==> src/cache_params.svh <==
// cache geometry and bus width macros for the 8-way read cache
`ifndef CACHE_PARAMS_SVH
`define CACHE_PARAMS_SVH

//////////////////////////////////////////////////////////////////////
// geometry
//////////////////////////////////////////////////////////////////////
`define CACHE_WAYS  8   // ways per set
`define CACHE_SETS  16  // sets, one per index value
`define LINE_WORDS  8   // 16-bit words per line

//////////////////////////////////////////////////////////////////////
// bus and field widths
//////////////////////////////////////////////////////////////////////
`define ADDR_W      32  // cpu byte address
`define DATA_W      16  // cpu and memory data bus
`define WORD_SEL_W  3   // addr[3:1], word in line
`define INDEX_W     4   // addr[7:4], set select
`define TAG_W       24  // addr[31:8]
`define WAY_W       3   // way number
`define LRU_W       7   // tree nodes per set

`endif

==> src/cache_pkg.sv <==
// shared bus, tag store and controller state types for the read cache
`include "cache_params.svh"

package cachePkg;

	//////////////////////////////////////////////////////////////////////
	// cpu side
	//////////////////////////////////////////////////////////////////////
	typedef struct packed {
		logic                req;     // held until ack seen
		logic                write;   // 1 write, 0 read
		logic [1:0]          byteEn;  // [1] upper byte, [0] lower byte
		logic [`ADDR_W-1:0]  addr;    // byte address
		logic [`DATA_W-1:0]  wrData;
	} cpuReq_t;

	typedef struct packed {
		logic                ack;     // high until req drops
		logic [`DATA_W-1:0]  rdData;  // valid with ack on reads
	} cpuRsp_t;

	//////////////////////////////////////////////////////////////////////
	// memory side
	//////////////////////////////////////////////////////////////////////
	typedef struct packed {
		logic                valid;   // held until burst or write completes
		logic                write;
		logic [1:0]          byteEn;
		logic [`ADDR_W-1:0]  addr;    // line aligned on reads
		logic [`DATA_W-1:0]  wrData;
	} memReq_t;

	typedef struct packed {
		logic                beat;    // one burst word on rdData
		logic                wrAck;   // single-cycle write done
		logic [`DATA_W-1:0]  rdData;
	} memRsp_t;

	// storage entries
	typedef struct packed {
		logic                valid;
		logic [`TAG_W-1:0]   tag;
	} tagEntry_t;

	typedef logic [`LRU_W-1:0]      lruBits_t;  // node 0 root, 1..2 mid, 3..6 leaf parents
	typedef logic [`CACHE_WAYS-1:0] wayVec_t;   // one bit per way

	typedef enum logic [2:0] {
		Invalidate, Idle, Lookup, HitWait, FillWait, Fill, FillDone, WriteThrough
	} cacheState_t;

endpackage

==> src/cache_ctrl.sv <==
// cache controller FSM: power-up invalidate, lookup, burst line fill and write-through
`timescale 1ns/1ns
`include "cache_params.svh"

module cache_ctrl (
	input  logic                     Clock,
	input  logic                     Reset_L,
	input  cachePkg::cpuReq_t        cpuReq,
	output cachePkg::cpuRsp_t        cpuRsp,
	output cachePkg::memReq_t        memReq,
	input  cachePkg::memRsp_t        memRsp,
	output logic [`INDEX_W-1:0]      index,       // to arrays
	output logic [`WORD_SEL_W-1:0]   wordSel,
	output cachePkg::wayVec_t        tagWe,
	output logic                     tagWrValid,
	output cachePkg::wayVec_t        dataWe,
	output logic                     lruWe,
	output cachePkg::lruBits_t       lruWrBits,
	input  cachePkg::wayVec_t        hitVec,      // from arrays
	input  logic [`DATA_W-1:0]       hitWord,
	input  logic [`WAY_W-1:0]        victimWay,   // from plru tree
	input  cachePkg::lruBits_t       lruOnHit,
	input  cachePkg::lruBits_t       lruOnFill
);
	import cachePkg::*;

	localparam int IndexLsb = `WORD_SEL_W + 1;  // addr[0] is the byte lane

	cacheState_t                  state;
	cacheState_t                  nextState;
	logic [`INDEX_W-1:0]          setCnt;     // invalidate sweep
	logic [$clog2(`LINE_WORDS):0] beatCnt;    // 0..LINE_WORDS
	logic [`WAY_W-1:0]            victimReg;  // way being filled
	wayVec_t                      victimVec;
	logic                         isHit;
	logic                         filling;
	logic                         beatIn;

	assign isHit = |hitVec;
	assign filling = (state == FillWait) || (state == Fill);
	assign beatIn = filling && memRsp.beat;  // a beat only counts while a burst is open

	//////////////////////////////////////////////////////////////////////
	// state and counters
	//////////////////////////////////////////////////////////////////////
	always_ff @(posedge Clock or negedge Reset_L) begin
		if (!Reset_L) begin
			state <= Invalidate;  // sweep the arrays first
		end else begin
			state <= nextState;
		end
	end

	always_ff @(posedge Clock or negedge Reset_L) begin
		if (!Reset_L) begin
			setCnt <= '0;
		end else if (state == Invalidate) begin
			setCnt <= setCnt + 1'b1;  // one set per cycle
		end
	end

	always_ff @(posedge Clock or negedge Reset_L) begin
		if (!Reset_L) begin
			beatCnt <= '0;
		end else if (state == Lookup) begin
			beatCnt <= '0;             // fresh count for each burst
		end else if (beatIn) begin
			beatCnt <= beatCnt + 1'b1;
		end
	end

	// victim held from lookup through the whole fill
	always_ff @(posedge Clock) begin
		if (state == Lookup) begin
			victimReg <= victimWay;
		end
	end

	always_comb begin
		victimVec = '0;
		victimVec[victimReg] = 1'b1;
	end

	//////////////////////////////////////////////////////////////////////
	// next state and outputs
	//////////////////////////////////////////////////////////////////////
	always_comb begin
		nextState = state;

		// array addressing follows the cpu unless sweeping or filling
		index = cpuReq.addr[IndexLsb +: `INDEX_W];
		wordSel = filling ? beatCnt[`WORD_SEL_W-1:0] : cpuReq.addr[1 +: `WORD_SEL_W];

		cpuRsp.ack = 1'b0;
		cpuRsp.rdData = hitWord;           // only meaningful with ack

		memReq.valid = 1'b0;
		memReq.write = 1'b0;
		memReq.byteEn = 2'b11;             // reads fetch whole words
		memReq.addr = cpuReq.addr;
		memReq.addr[IndexLsb-1:0] = '0;    // line aligned burst
		memReq.wrData = cpuReq.wrData;

		tagWe = '0;
		tagWrValid = 1'b0;
		dataWe = beatIn ? victimVec : '0;  // each beat lands in the victim way
		lruWe = 1'b0;
		lruWrBits = lruOnHit;

		case (state)
			Invalidate: begin
				index = setCnt;
				tagWe = '1;                    // all ways at once
				lruWe = 1'b1;
				lruWrBits = '0;
				if (setCnt == (`CACHE_SETS - 1)) begin
					nextState = Idle;
				end
			end
			Idle: begin
				if (cpuReq.req && cpuReq.write) begin
					tagWe = hitVec;            // a write hit drops the line with valid 0
					nextState = WriteThrough;
				end else if (cpuReq.req) begin
					nextState = Lookup;
				end
			end
			Lookup: begin
				lruWe = 1'b1;
				if (isHit) begin
					cpuRsp.ack = 1'b1;         // one cycle after idle saw req
					nextState = HitWait;
				end else begin
					lruWrBits = lruOnFill;     // victim becomes most recent
					nextState = FillWait;
				end
			end
			FillWait: begin
				memReq.valid = 1'b1;
				tagWe = victimVec;             // claim the way before data arrives
				tagWrValid = 1'b1;
				nextState = Fill;
			end
			Fill: begin
				memReq.valid = 1'b1;
				if (beatIn && (beatCnt == (`LINE_WORDS - 1))) begin
					nextState = FillDone;      // valid drops after the eighth beat
				end
			end
			WriteThrough: begin
				memReq.valid = 1'b1;
				memReq.write = 1'b1;
				memReq.byteEn = cpuReq.byteEn;
				memReq.addr = cpuReq.addr;     // full address for writes
				if (memRsp.wrAck) begin
					nextState = HitWait;
				end
			end
			HitWait, FillDone: begin
				cpuRsp.ack = 1'b1;             // hold until cpu ends the cycle
				if (!cpuReq.req) begin
					nextState = Idle;
				end
			end
			default: begin
				nextState = Idle;
			end
		endcase
	end

	// the cpu is answered only once the memory cycle has closed
	ackAfterMem: assert property (@(posedge Clock) disable iff (!Reset_L)
		$rose(cpuRsp.ack) && $past(memReq.valid) |-> !memReq.valid &&
			($past(memReq.write) ? $past(memRsp.wrAck) : (beatCnt == `LINE_WORDS)))
		else $error("cache_ctrl: ack raised before the memory cycle completed");

	beatBound: assert property (@(posedge Clock) disable iff (!Reset_L)
		beatCnt <= `LINE_WORDS)
		else $error("cache_ctrl: more than a line of beats counted");

endmodule

==> config.mk <==
export PLATFORM = sky130hd
export DESIGN_NAME = cache_ctrl
export DESIGN_NICKNAME = d
export VERILOG_FILES = /design/src/cache_pkg.sv /design/src/cache_ctrl.sv
export VERILOG_INCLUDE_DIRS = /design/src
export SDC_FILE = /design/constraint.sdc
export NUM_CORES = 1
export LEC_CHECK = 0
export BUFFER_PORTS_ARGS = -buffer_cell sky130_fd_sc_hd__buf_2
export CORE_AREA = 2 2 83 85
export CTS_CLUSTER_SIZE = 25
export DETAILED_ROUTE_END_ITERATION = 6
export DIE_AREA = 0 0 85 87
export PLACE_DENSITY = 0.76
export SLEW_MARGIN = 20
export SYNTH_ARGS = -nofsm -noshare
export SYNTH_HDL_FRONTEND = slang
export SYNTH_SLANG_ARGS = --single-unit
==> constraint.sdc <==
create_clock -name Clock -period 1.6 [get_ports Clock]
set_clock_uncertainty 0.05 [all_clocks]
set_input_delay 0.32 -clock Clock [delete_from_list [all_inputs] [get_ports Clock]]
set_output_delay 0.32 -clock Clock [all_outputs]
set_load 0.01 [all_outputs]
After elaboration in Yosys (flattened, before gate mapping)
Index checks and enable logic that the tools add are counted.

word-level totals
  register bits after elaboration = 14
  bits of input ports = 113
  output and inout port bits = 101

cells by class
  $add $sub $neg = 2
  order comparisons = 2
  equal/unequal tests = 14
  muxes and demuxes = 25
  reduce and logical (&&, ||, !) cells = 12

operators with widths
  kind                                                                      number
  35-bit two-way mux                                                        1
  3-bit two-way mux                                                         8
  8-bit one-hot mux with 3 select lines                                     1
  3-bit one-hot mux with 7 select lines                                     1
  8-bit two-way mux                                                         2
  7-bit one-hot mux with 2 select lines                                     1
  3-bit equality test (second input constant)                               4
  4-bit two-way mux                                                         3
  4-bit by 1-bit adder with 4-bit output (second input constant)            2
  8-bit OR reduction                                                        1
  7-bit two-way mux                                                         1
  3-bit by 2-bit equality test with 1-bit output (second input constant)    2
  1-bit two-way mux                                                         5
  5-bit AND reduction                                                       1
  4-bit by 3-bit equality test with 1-bit output (second input constant)    1
  4-bit equality test (second input constant)                               1
  1-bit logical AND                                                         4
  3-bit by 4-bit < comparator with 1-bit output (second input constant)     1
  2-bit by 1-bit inequality test with 1-bit output (second input constant)  2
  2-bit inequality test (second input constant)                             2
  2-bit OR reduction                                                        2
  1-bit demux with 3-bit select                                             1
  3-bit by 1-bit equality test with 1-bit output (second input constant)    1
  3-bit by 1-bit >= comparator with 1-bit output (second input constant)    1
  other kinds (6)                                                           6

Depth between registers and ports, before layout
Gate-level depths: netlist of run 1.

  depth in word-level cells = 6
  gate-level depth with buffers = 6

Worst setup path before layout of run 1
Ideal clock, no wire load.

  path kind = input to output
  from = input hitVec[0]
  to = output lruWrBits[0]
  arrival = 1.378 ns
  setup slack = -0.148 ns
  stages on the path = 4
  cells stage by stage = nor4_4 > nand2_2 > a211o_4 > a22o_1

on the way
  longest elaborated chain between the ends = 3

ends and longest elaborated chain
  item                                   RTL line           source
  start, declared                        cache_ctrl.sv:19   input cachePkg::wayVec_t hitVec,
  8-bit OR reduction                     cache_ctrl.sv:39   assign isHit = |hitVec;
  7-bit two-way mux                      cache_ctrl.sv:130  if (isHit) begin
  7-bit one-hot mux with 2 select lines  cache_ctrl.sv:110  case (state)
  end, declared                          cache_ctrl.sv:18   output cachePkg::lruBits_t lruWrBits,

Every way passes these cells.

Worst setup path after layout of run 1
  from = register state[0]
  to = output index[0]

on the way
  longest elaborated chain between the ends = 2

ends and longest elaborated chain
  item                    RTL line           source
  start, declared         cache_ctrl.sv:29   cacheState_t state;
  start signal, assigned  cache_ctrl.sv:48   state <= Invalidate;
  start signal, assigned  cache_ctrl.sv:50   state <= nextState;
  3-bit logical NOT       cache_ctrl.sv:110
  4-bit two-way mux       cache_ctrl.sv:110
  end, declared           cache_ctrl.sv:12   output logic [`INDEX_W-1:0] index,

Every way passes these cells.

==> results of run 1 <==
-- power groups by stage --
stage	registers, mW	logic (mW)	clock network [mW]
6_report	0.663	2.79	0.297
5_1_grt	0.682	2.96	0.321
4_1_cts	0.650	2.40	0.297
3_5_place_dp	0.644	1.88	0
3_3_place_gp	0.639	1.84	0
2_1_floorplan	0.616	1.31	0
-- cell type report --
class / count / area (um^2)
fillers: 612 / 4030
multi-input cells: 111 / 1030
repair buffers: 139 / 993
flip-flops and latches: 14 / 367
well taps: 80 / 100
clock buffers: 3 / 41.3
inverters: 2 / 10.0
clock inverters: 1 / 3.75
-- state kept, by name (all words and copies together) (netlist names) --
register / cells
state: 3
victimReg: 3
setCnt: 4
beatCnt: 4
-- kinds of logic (layout without fill, tap and decap cells) --
family                   after synthesis  count (layout)  synth area share
AO/OA/AOI/OAI                         35              35             0.158
XOR/XNOR                               6               6            0.0311
adder cells (fa/ha/maj)                2               2            0.0148
buffers and inverters                 71             145             0.306
flip-flops                            14              14             0.216
multiplexers                           9               9            0.0600
AND/OR/NAND/NOR                       58              59             0.214
-- repair_timing --
item / in CTS / in global routing
pin swaps: 14 / 21
buffers inserted: 15 / 11
gates cloned: 0 / 1
hold endpoints to repair: 11 / 0
hold buffers: 1 / 0
resized for setup: 51 / 25
endpoints found under the setup margin: 40 / 44
-- worst min-delay path by stage --
stage | to | slack [ns] | cells past startpoint
6_report | victimReg[0] | 0.20 | 1
5_1_grt | victimReg[2] | 0.19 | 1
4_1_cts | victimReg[0] | 0.20 | 1
3_5_place_dp | setCnt[0] | 0.16 | 1
3_3_place_gp | setCnt[0] | 0.16 | 1
2_1_floorplan | beatCnt[0] | -0.03 | 0
-- metrics by stage --
step	worst slack, ns	utilization	TNS [ns]	cell area, um^2	power (mW)
floorplan	-0.112	-	-0.827	1740	1.93
global placement	-0.343	0.302	-5.06	1990	2.48
detailed placement	-0.349	0.302	-5.62	1990	2.52
CTS	-0.357	0.358	-9.71	2350	3.35
global route	-0.419	0.387	-13.09	2540	3.96
finish	-0.347	0.387	-10.80	2540	3.75
-- worst max-delay path, cell delays in order (launching register included) --
cell and delay, ns:
sky130_fd_sc_hd__dfrtp_1 0.42, sky130_fd_sc_hd__buf_6 0.14, sky130_fd_sc_hd__nor3_4 0.21, sky130_fd_sc_hd__buf_12 0.14, sky130_fd_sc_hd__mux2_4 0.30, sky130_fd_sc_hd__buf_6 0.12
-- metal layers --
metal / GRT usage / up-vias / part of all wire
li1: - / 771 / -
met1: 0.149 / 785 / 0.41
met2: 0.211 / 56 / 0.53
met3: 0.0313 / 16 / 0.046
met4: 0.0375 / 0 / 0.013
met5: 0 / - / 0
-- cells in the final DEF, fill, tap and decap left out, types with 4 or more instances in the layout --
cell type and n:
sky130_fd_sc_hd__buf_2 71, sky130_fd_sc_hd__buf_4 37, sky130_fd_sc_hd__buf_6 28, sky130_fd_sc_hd__a22o_1 14, sky130_fd_sc_hd__dfrtp_1 10, sky130_fd_sc_hd__mux2_4 8, sky130_fd_sc_hd__nand2_1 6, sky130_fd_sc_hd__o21ai_0 6
sky130_fd_sc_hd__nand2b_1 6, sky130_fd_sc_hd__nor2_1 5, sky130_fd_sc_hd__nor2_4 4, sky130_fd_sc_hd__and2_1 4, sky130_fd_sc_hd__nor2b_4 4
==> results_dict.tcl, run 1 <==
set metrics [dict create \
    violations_in_the_final_reports "setup timing" \
    synthDominantAreaCellType "sky130_fd_sc_hd__buf_4" \
    worst_reg2reg_endpoint "state[0]" \
    worst_setup_hold_path_clk_slew_ns 0.06 \
    main_area_contributors_after_synthesis "sky130_fd_sc_hd__buf_4, sky130_fd_sc_hd__dfrtp_1, sky130_fd_sc_hd__a22o_1" \
    worst-slew-pin-transition_ns 0.308 \
    critical_path_arrival_ns 1.58 \
    dp_cells 321 \
    timing.critical_path.fanout_max 5 \
    dr.pass1.iters 4 \
    synth_common_cells "sky130_fd_sc_hd__buf_4, sky130_fd_sc_hd__a22o_1, sky130_fd_sc_hd__dfrtp_1, sky130_fd_sc_hd__nand2_1, sky130_fd_sc_hd__nor2_1" \
    route.detailed.wl_per_inst_um 15.2 \
    power.net_switching_mw 1.51 \
    grt-ovfl-total 0 \
    startpoint_of_the_worst_setup_timing_path "state[0]" \
    final-hold-violation-count 0 \
    drive_above_1_share 0.693 \
    ctsRootBufferMaster "sky130_fd_sc_hd__clkbuf_8" \
    syn-cell-area_mm2 0.00169 \
    power.leakage_nw 1.23 \
    synth_seq_cells 14 \
    synth_edf_count 3 \
    areaGrowthSynthToFinish_pct 50.4 \
    track_usage 0.122 \
    reg2reg_depth 6 \
    count_of_different_cell_masters_after_synthesis 38 \
    tritoncts "built" \
    power.clock.fraction 0.079 \
    io-pin-count 214 \
    power.combinational.fraction 0.744 \
    grt_setup_unrepaired "yes" \
    critical_path.startpoint_type "flip-flop" \
    clock_insertion_delay_worst_skew_ns 0.24 \
    initialDrtViolationCount 77 \
    worst-setup-path-type "reg -> out" \
    syn_avg_cell_area_um2 8.67 \
    ys_dominant_reg_cell "sky130_fd_sc_hd__dfrtp_1" \
    first_global_vias 1541 \
    die_w_um 85 \
    r2r_start "state[2]" \
    yosysWarningCount 0 \
    place.detailed.hpwl_um 3590 \
    tritoncts_num_sinks 14 \
    syn-num-nets 310 \
    class_of_the_tightest_hold_or_removal_check "in -> reg" \
    netSwitchingFraction 0.403 \
    timing.final.crit_period_ns 1.95 \
    insertedDiodeCount 0 \
    design.die.area_mm2 0.00740 \
    via_count 1628 \
    max-vdd-ir-drop_mv 0.542 \
    seq_power_share 0.177 \
    cts-buffers-inserted 3 \
    worst_hold_slack_ns 0.204 \
    ys_async_sr_fraction 0.786 \
    critical_path.endpoint_type "output pin" \
    drtAntennaViolNets 0 \
    relSlewSlack 0.795 \
    grt_first_pass_wirelength_um 7380 \
    worstPathRequired_ns 1.23 \
    h-tree-depth 1 \
    p_per_cell_area_mw_per_mm2 1470 \
    initial_utilization 0.257 \
    final_critical_path_setup_slack_ns -0.347 \
    worstSetupEndpoint "index[0]" \
    antenna_violations_before_repair 0 \
    post_synthesis_cell_count 195 \
    port_buffers 85 \
    die_height_um 87 \
    maxSlewViolCount 0 \
    yosys.cell_count.top_type "sky130_fd_sc_hd__buf_4" \
    routabilityCongestion 0.744 \
    num_rows 30 \
    grt_max_degree 12 \
    worst-r2r-setup-slack_ns -0.07 \
    fmax_mhz 514 \
    drc 0 \
    finalNetCount 386 \
    routed_wirelength_um 5340 \
    ys_seq_area_frac 0.216 \
    min_period_over_period 1.22 \
    number_of_vias_per_cell_after_detailed_routing 4.65 \
    outcome "finished, violations left" \
    max_cap_viol_count 0 \
    core-area_mm2 0.00657 \
    power_report.internal_total_mw 2.24 \
    synth.top_cell.area_share 0.275 \
    final_cell_count_no_fill 350 \
    hold_crit_start "victimWay[0]" \
    timing.final.setup_violations 42 \
    clock_tree_buffer_depth 2 \
]
Power figures use the tool's default switching activity.
==> inputs of run 2 (changes only) <==
- PLACE_DENSITY: 0.76 -> 0.72
- REMOVE_ABC_BUFFERS: default -> 1
==> results_dict.tcl, run 2 (same netlist as run 1, synthesis figures left out) <==
set metrics [dict create \
    startpoint_of_the_worst_setup_timing_path "state[1]" \
    fmax_mhz 509 \
    die_height_um 87 \
    insertedDiodeCount 0 \
    finish.instance_area_mm2 0.00246 \
    worst_setup_hold_path_clk_slew_ns 0.06 \
    grt_setup_unrepaired "yes" \
    worstSetupEndpoint "lruWrBits[0]" \
    p_per_cell_area_mw_per_mm2 1490 \
    layout_common_cells "sky130_fd_sc_hd__buf_2, sky130_fd_sc_hd__buf_4, sky130_fd_sc_hd__buf_6" \
    final-hold-violation-count 0 \
    clock_tree_buffer_depth 2 \
    worst_hold_slack_ns 0.216 \
    layout_commonest_cell "sky130_fd_sc_hd__buf_2" \
    design.die.area_mm2 0.00740 \
    maxSlewViolCount 0 \
    critical_path.cell_chain "buf_6, a211o_4, a22o_1, buf_2" \
    route.detailed.wl_per_inst_um 25.8 \
    track_usage 0.231 \
    slowest_cell_delay_on_critical_path_ns 0.48 \
    drtAntennaViolNets 0 \
    grt_max_degree 13 \
    final_critical_path_setup_slack_ns -0.363 \
    h-tree-depth 1 \
    initial_utilization 0.257 \
    first_global_vias 1662 \
    relSlewSlack 0.818 \
    core-area_mm2 0.00657 \
    cts-buffers-inserted 3 \
    placement.cell_area_mm2 0.00199 \
    number_of_vias_per_cell_after_detailed_routing 4.84 \
    worst-setup-path-type "reg -> out" \
    final_cell_count_no_fill 346 \
    min_period_over_period 1.23 \
    tritoncts "built" \
    routabilityCongestion 0.854 \
    port_buffers 85 \
    timing.final.setup_violations 42 \
    class_of_the_tightest_hold_or_removal_check "in -> reg" \
    critical_path.endpoint_type "output pin" \
    grt_first_pass_wirelength_um 11900 \
    via_count 1676 \
    drc 0 \
    initialDrtViolationCount 44 \
    io-pin-count 214 \
    finalNetCount 382 \
    power.leakage_nw 1.19 \
    routed_wirelength_um 8920 \
    critical_path.startpoint_type "flip-flop" \
    dp_cells 329 \
    worst_reg2reg_endpoint "state[0]" \
    grt-ovfl-total 0 \
    worst-r2r-setup-slack_ns -0.15 \
    num-fill-cells 639 \
    reg.largest.list "beatCnt (4), setCnt (4)" \
    worst-slew-pin-transition_ns 0.271 \
    dr.pass1.iters 4 \
    die_w_um 85 \
    num_rows 30 \
    areaGrowthSynthToFinish_pct 45.4 \
    place.detailed.hpwl_um 7470 \
    max_cap_viol_count 0 \
    r2r_start "state[2]" \
    slowest_stage "sky130_fd_sc_hd__dfrtp_2" \
    violations_in_the_final_reports "setup timing" \
    critical_path_arrival_ns 1.59 \
    worstPathRequired_ns 1.23 \
    antenna_violations_before_repair 0 \
    clock_insertion_delay_worst_skew_ns 0.25 \
    max-vdd-ir-drop_mv 0.915 \
    timing.final.crit_period_ns 1.96 \
    reg2reg_depth 7 \
    timing.critical_path.fanout_max 8 \
    outcome "finished, violations left" \
    tritoncts_num_sinks 14 \
    drive_above_1_share 0.680 \
    ctsRootBufferMaster "sky130_fd_sc_hd__clkbuf_8" \
]
[run 2: cell type report]
class	instances	area, um^2	area share
repair buffers	136	971	0.395
multi-input cells	110	957	0.389
flip-flops and latches	14	368	0.150
well taps	80	100	0.0407
clock buffers	4	55.1	0.0224
inverters	2	7.51	0.00305
[run 2: report_power, final]
part           leakage, nW  switching (mW)  internal, mW  total, mW
Clock               0.0288           0.130         0.218      0.348
Sequential           0.165           0.193         0.502      0.694
Combinational        0.995            1.14          1.49       2.63
Total                 1.19            1.46          2.21       3.67
[run 2: critical path, delay by kind of cell (launching register included)]
family	cells	cell delay [ns]
compound gates	2	0.58
flops	1	0.48
buf+inv	2	0.29
[run 2: worst min path at each step]
stage | from | endpoint | slack (ns) | cells after the start
6_report | victimWay[2] | victimReg[2] | 0.22 | 1
5_1_grt | victimWay[1] | victimReg[1] | 0.22 | 1
4_1_cts | victimWay[1] | victimReg[1] | 0.21 | 1
3_5_place_dp | Reset_L | setCnt[0] | 0.16 | 1
3_3_place_gp | Reset_L | setCnt[0] | 0.16 | 1
2_1_floorplan | Reset_L | beatCnt[0] | -0.03 | 0
[run 2: repair_timing]
action,4_1_cts,5_1_grt
gates cloned,0,2
pin swaps,16,16
hold buffers,1,0
setup buffers,12,5
endpoints found under the hold margin,11,0
setup endpoints to repair,42,46
resized for setup,63,21
[run 2: per-layer routing]
layer  GRT usage  up-vias  wire length (um)  part of all wire
met2       0.303      156              3570              0.40
met5      0.0629        -                63            0.0071
met4      0.0404        2                76            0.0085
met3       0.278        4              2230              0.25
li1            -      762                 -                 -
met1       0.236      752              2980              0.33
[run 2: stage by stage]
| stage | power [mW] | TNS [ns] | util | setup WS [ns] |
|---|---|---|---|---|
| after detailed placement | 2.52 | -4.19 | 0.303 | -0.387 |
| after CTS | 3.60 | -11.17 | 0.365 | -0.363 |
| after global routing | 3.90 | -13.38 | 0.374 | -0.415 |
| after floorplan | 1.60 | -7.89 | - | -0.335 |
| final | 3.67 | -10.97 | 0.374 | -0.363 |
| after global placement | 2.49 | -4.01 | 0.303 | -0.372 |
==> inputs of run 3 (changes only) <==
- ABC_AREA: default -> 1
- CORE_AREA: 2 2 83 85 -> 2 2 82 84
- DIE_AREA: 0 0 85 87 -> 0 0 84 86
- PLACE_DENSITY: 0.72 -> 0.75
==> results_dict.tcl, run 3 <==
set metrics [dict create \
    outcome "finished, violations left" \
    violations_in_the_final_reports "setup timing" \
    power_report.internal_total_mw 1.94 \
    critical_path_arrival_ns 1.52 \
    die_w_um 84 \
    final-hold-violation-count 0 \
    min_delay_worst_endpoint "victimReg[0]" \
    critical_path.startpoint_type "flip-flop" \
    reg.largest.list "beatCnt (4), setCnt (4)" \
    synth.top_cell.area_share 0.260 \
    timing.hold.worst_path_depth 1 \
    initialDrtViolationCount 37 \
    dr.pass1.iters 4 \
    num-fill-cells 670 \
    worst_reg2reg_endpoint "state[2]" \
    timing.final.crit_period_ns 1.89 \
    class_of_the_tightest_hold_or_removal_check "in -> reg" \
    route.detailed.wl_per_inst_um 22.6 \
    slowest_cell_delay_on_critical_path_ns 0.46 \
    track_usage 0.241 \
    io-pin-count 214 \
    synth_seq_cells 14 \
    hold_crit_start "victimWay[0]" \
    finalNetCount 443 \
    grt_setup_unrepaired "yes" \
    tritoncts_num_sinks 14 \
    power.leakage_nw 1.27 \
    timing.critical_path.fanout_max 5 \
    seq_power_share 0.184 \
    initial_utilization 0.280 \
    reg2reg_depth 11 \
    yosys.cell_count.top_type "sky130_fd_sc_hd__buf_4" \
    antenna_violations_before_repair 0 \
    first_global_vias 1846 \
    layout_commonest_cell "sky130_fd_sc_hd__buf_2" \
    netSwitchingFraction 0.476 \
    ys_dominant_reg_cell "sky130_fd_sc_hd__dfrtp_1" \
    clock_insertion_delay_worst_skew_ns 0.25 \
    drc 0 \
    layout_common_cells "sky130_fd_sc_hd__buf_2, sky130_fd_sc_hd__nand2_1, sky130_fd_sc_hd__buf_4" \
    r2r_start "state[0]" \
    worst-r2r-setup-slack_ns -0.06 \
    number_of_vias_per_cell_after_detailed_routing 4.89 \
    ys_async_sr_fraction 0.786 \
    ctsRootBufferMaster "sky130_fd_sc_hd__clkbuf_8" \
    tritoncts "built" \
    areaGrowthSynthToFinish_pct 33.6 \
    clock_tree_buffer_depth 2 \
    synth_common_cells "sky130_fd_sc_hd__buf_4, sky130_fd_sc_hd__nand2_1, sky130_fd_sc_hd__nand3_1, sky130_fd_sc_hd__inv_1, sky130_fd_sc_hd__nor2_1" \
    critical_path.cell_chain "inv_2, nand3_2, nor2_4, buf_6, nand2_1, o211ai_1, buf_2" \
    h-tree-depth 1 \
    multi_input_area_um2 930 \
    num_rows 29 \
    p_per_cell_area_mw_per_mm2 1570 \
    dp_cells 383 \
    grt_max_degree 12 \
    timing.final.setup_violations 43 \
    final_critical_path_setup_slack_ns -0.290 \
    slowest_stage "sky130_fd_sc_hd__dfrtp_2" \
    drive_above_1_share 0.572 \
    port_buffers 85 \
    final_cell_count_no_fill 404 \
    main_area_contributors_after_synthesis "sky130_fd_sc_hd__buf_4, sky130_fd_sc_hd__dfrtp_1, sky130_fd_sc_hd__nand2_1" \
    routed_wirelength_um 9140 \
    cts-buffers-inserted 3 \
    core-area_mm2 0.00628 \
    worst_setup_hold_path_clk_slew_ns 0.06 \
    design.die.area_mm2 0.00722 \
    yosysWarningCount 0 \
    min_period_over_period 1.18 \
    ys_seq_area_frac 0.208 \
    power.net_switching_mw 1.76 \
    ff_latch_area_um2 369 \
    grt-ovfl-total 0 \
    routabilityCongestion 0.848 \
    place.detailed.hpwl_um 7730 \
    maxSlewViolCount 0 \
    max_cap_viol_count 0 \
    count_of_different_cell_masters_after_synthesis 30 \
    worst-setup-path-type "reg -> out" \
    syn-cell-area_mm2 0.00176 \
    worst_hold_slack_ns 0.187 \
    power.combinational.fraction 0.729 \
    fmax_mhz 529 \
    synthDominantAreaCellType "sky130_fd_sc_hd__buf_4" \
    critical_path.endpoint_type "output pin" \
    post_synthesis_cell_count 259 \
    insertedDiodeCount 0 \
    syn_avg_cell_area_um2 6.80 \
    relSlewSlack 0.795 \
    power.clock.fraction 0.087 \
    worst-slew-pin-transition_ns 0.305 \
    worstPathRequired_ns 1.23 \
    setup_total_negative_slack_ns -8.83 \
    drtAntennaViolNets 0 \
    via_count 1974 \
    die_height_um 86 \
    grt_first_pass_wirelength_um 12300 \
    post-route-util 0.375 \
    max-vdd-ir-drop_mv 0.681 \
    synth_edf_count 3 \
]
-- run 3: cell count changes in the layout (fill, tap and decap cells not counted), sizes merged, moves of 4 or more --
cell,change
buf,-7
nand2,+55
o211ai,+8
and2,-6
nand2b,-8
nor3,-6
a22o,-15
mux2,-9
o21ai,+4
inv,+23
nor2,+16
nand3,+26
-- run 3: logic make-up (layout without fill, tap and decap cells) --
group	count (synthesis)	after routing	synth area share
buffers and inverters	90	158	0.338
AND/OR/NAND/NOR	126	126	0.334
flip-flops	14	14	0.208
XOR/XNOR	4	4	0.0199
adder cells (fa/ha/maj)	2	2	0.0142
AO/OA/AOI/OAI	23	23	0.0867
-- run 3: worst max-delay path by stage --
stage             start      endpoint  slack, ns  cells after the start
2_1_floorplan  state[0]  lruWrBits[0]      -0.14                      7
3_3_place_gp   state[2]      tagWe[6]      -0.02                      6
3_5_place_dp   state[1]      index[2]      -0.05                      5
4_1_cts        state[1]      tagWe[0]      -0.27                      7
5_1_grt        state[1]      tagWe[4]      -0.34                      7
6_report       state[1]      tagWe[4]      -0.29                      7
-- run 3: routing by layer --
metal | track usage | share of wire | vias up
li1 | - | - | 900
met1 | 0.194 | 0.27 | 870
met2 | 0.380 | 0.45 | 189
met3 | 0.297 | 0.26 | 13
met4 | 0.0191 | 0.011 | 2
met5 | 0.112 | 0.0068 | -
-- run 3: critical path: cells and delay by family, from the launching register on --
family | cells | cell delay (ns)
buffers and inverters | 3 | 0.43
AOI/OAI and AO/OA | 1 | 0.12
DFF | 1 | 0.46
and+or+nand+nor | 3 | 0.25
-- run 3: final cells by class --
type | count | share of cell area
Sequential cell | 14 | 0.157
Timing Repair Buffer | 129 | 0.345
Tap cell | 77 | 0.0410
Clock buffer | 4 | 0.0191
Inverter | 25 | 0.0431
Multi-Input combinational cell | 155 | 0.395
-- run 3: timing repair --
action / CTS / global route
setup buffers: 13 / 5
pin swaps: 5 / 12
endpoints found under the hold margin: 11 / 0
endpoints found under the setup margin: 40 / 47
resized for setup: 29 / 37
hold buffers: 1 / 0
gates cloned: 0 / 0
-- run 3: power by group through the flow --
stage	registers (mW)	logic, mW	clock network (mW)
CTS	0.668	2.39	0.321
finish	0.681	2.70	0.320
floorplan	0.661	1.14	0
global placement	0.649	2.07	0
detailed placement	0.664	2.12	0
global route	0.697	2.95	0.340
-- run 3: per-stage QoR --
step | setup slack (ns) | power [mW] | instance area, um^2
floorplan | -0.136 | 1.80 | 1260
global route | -0.338 | 3.99 | 2350
detailed placement | -0.0547 | 2.78 | 1980
finish | -0.290 | 3.70 | 2350
CTS | -0.269 | 3.38 | 2200
global placement | -0.0220 | 2.72 | 1980
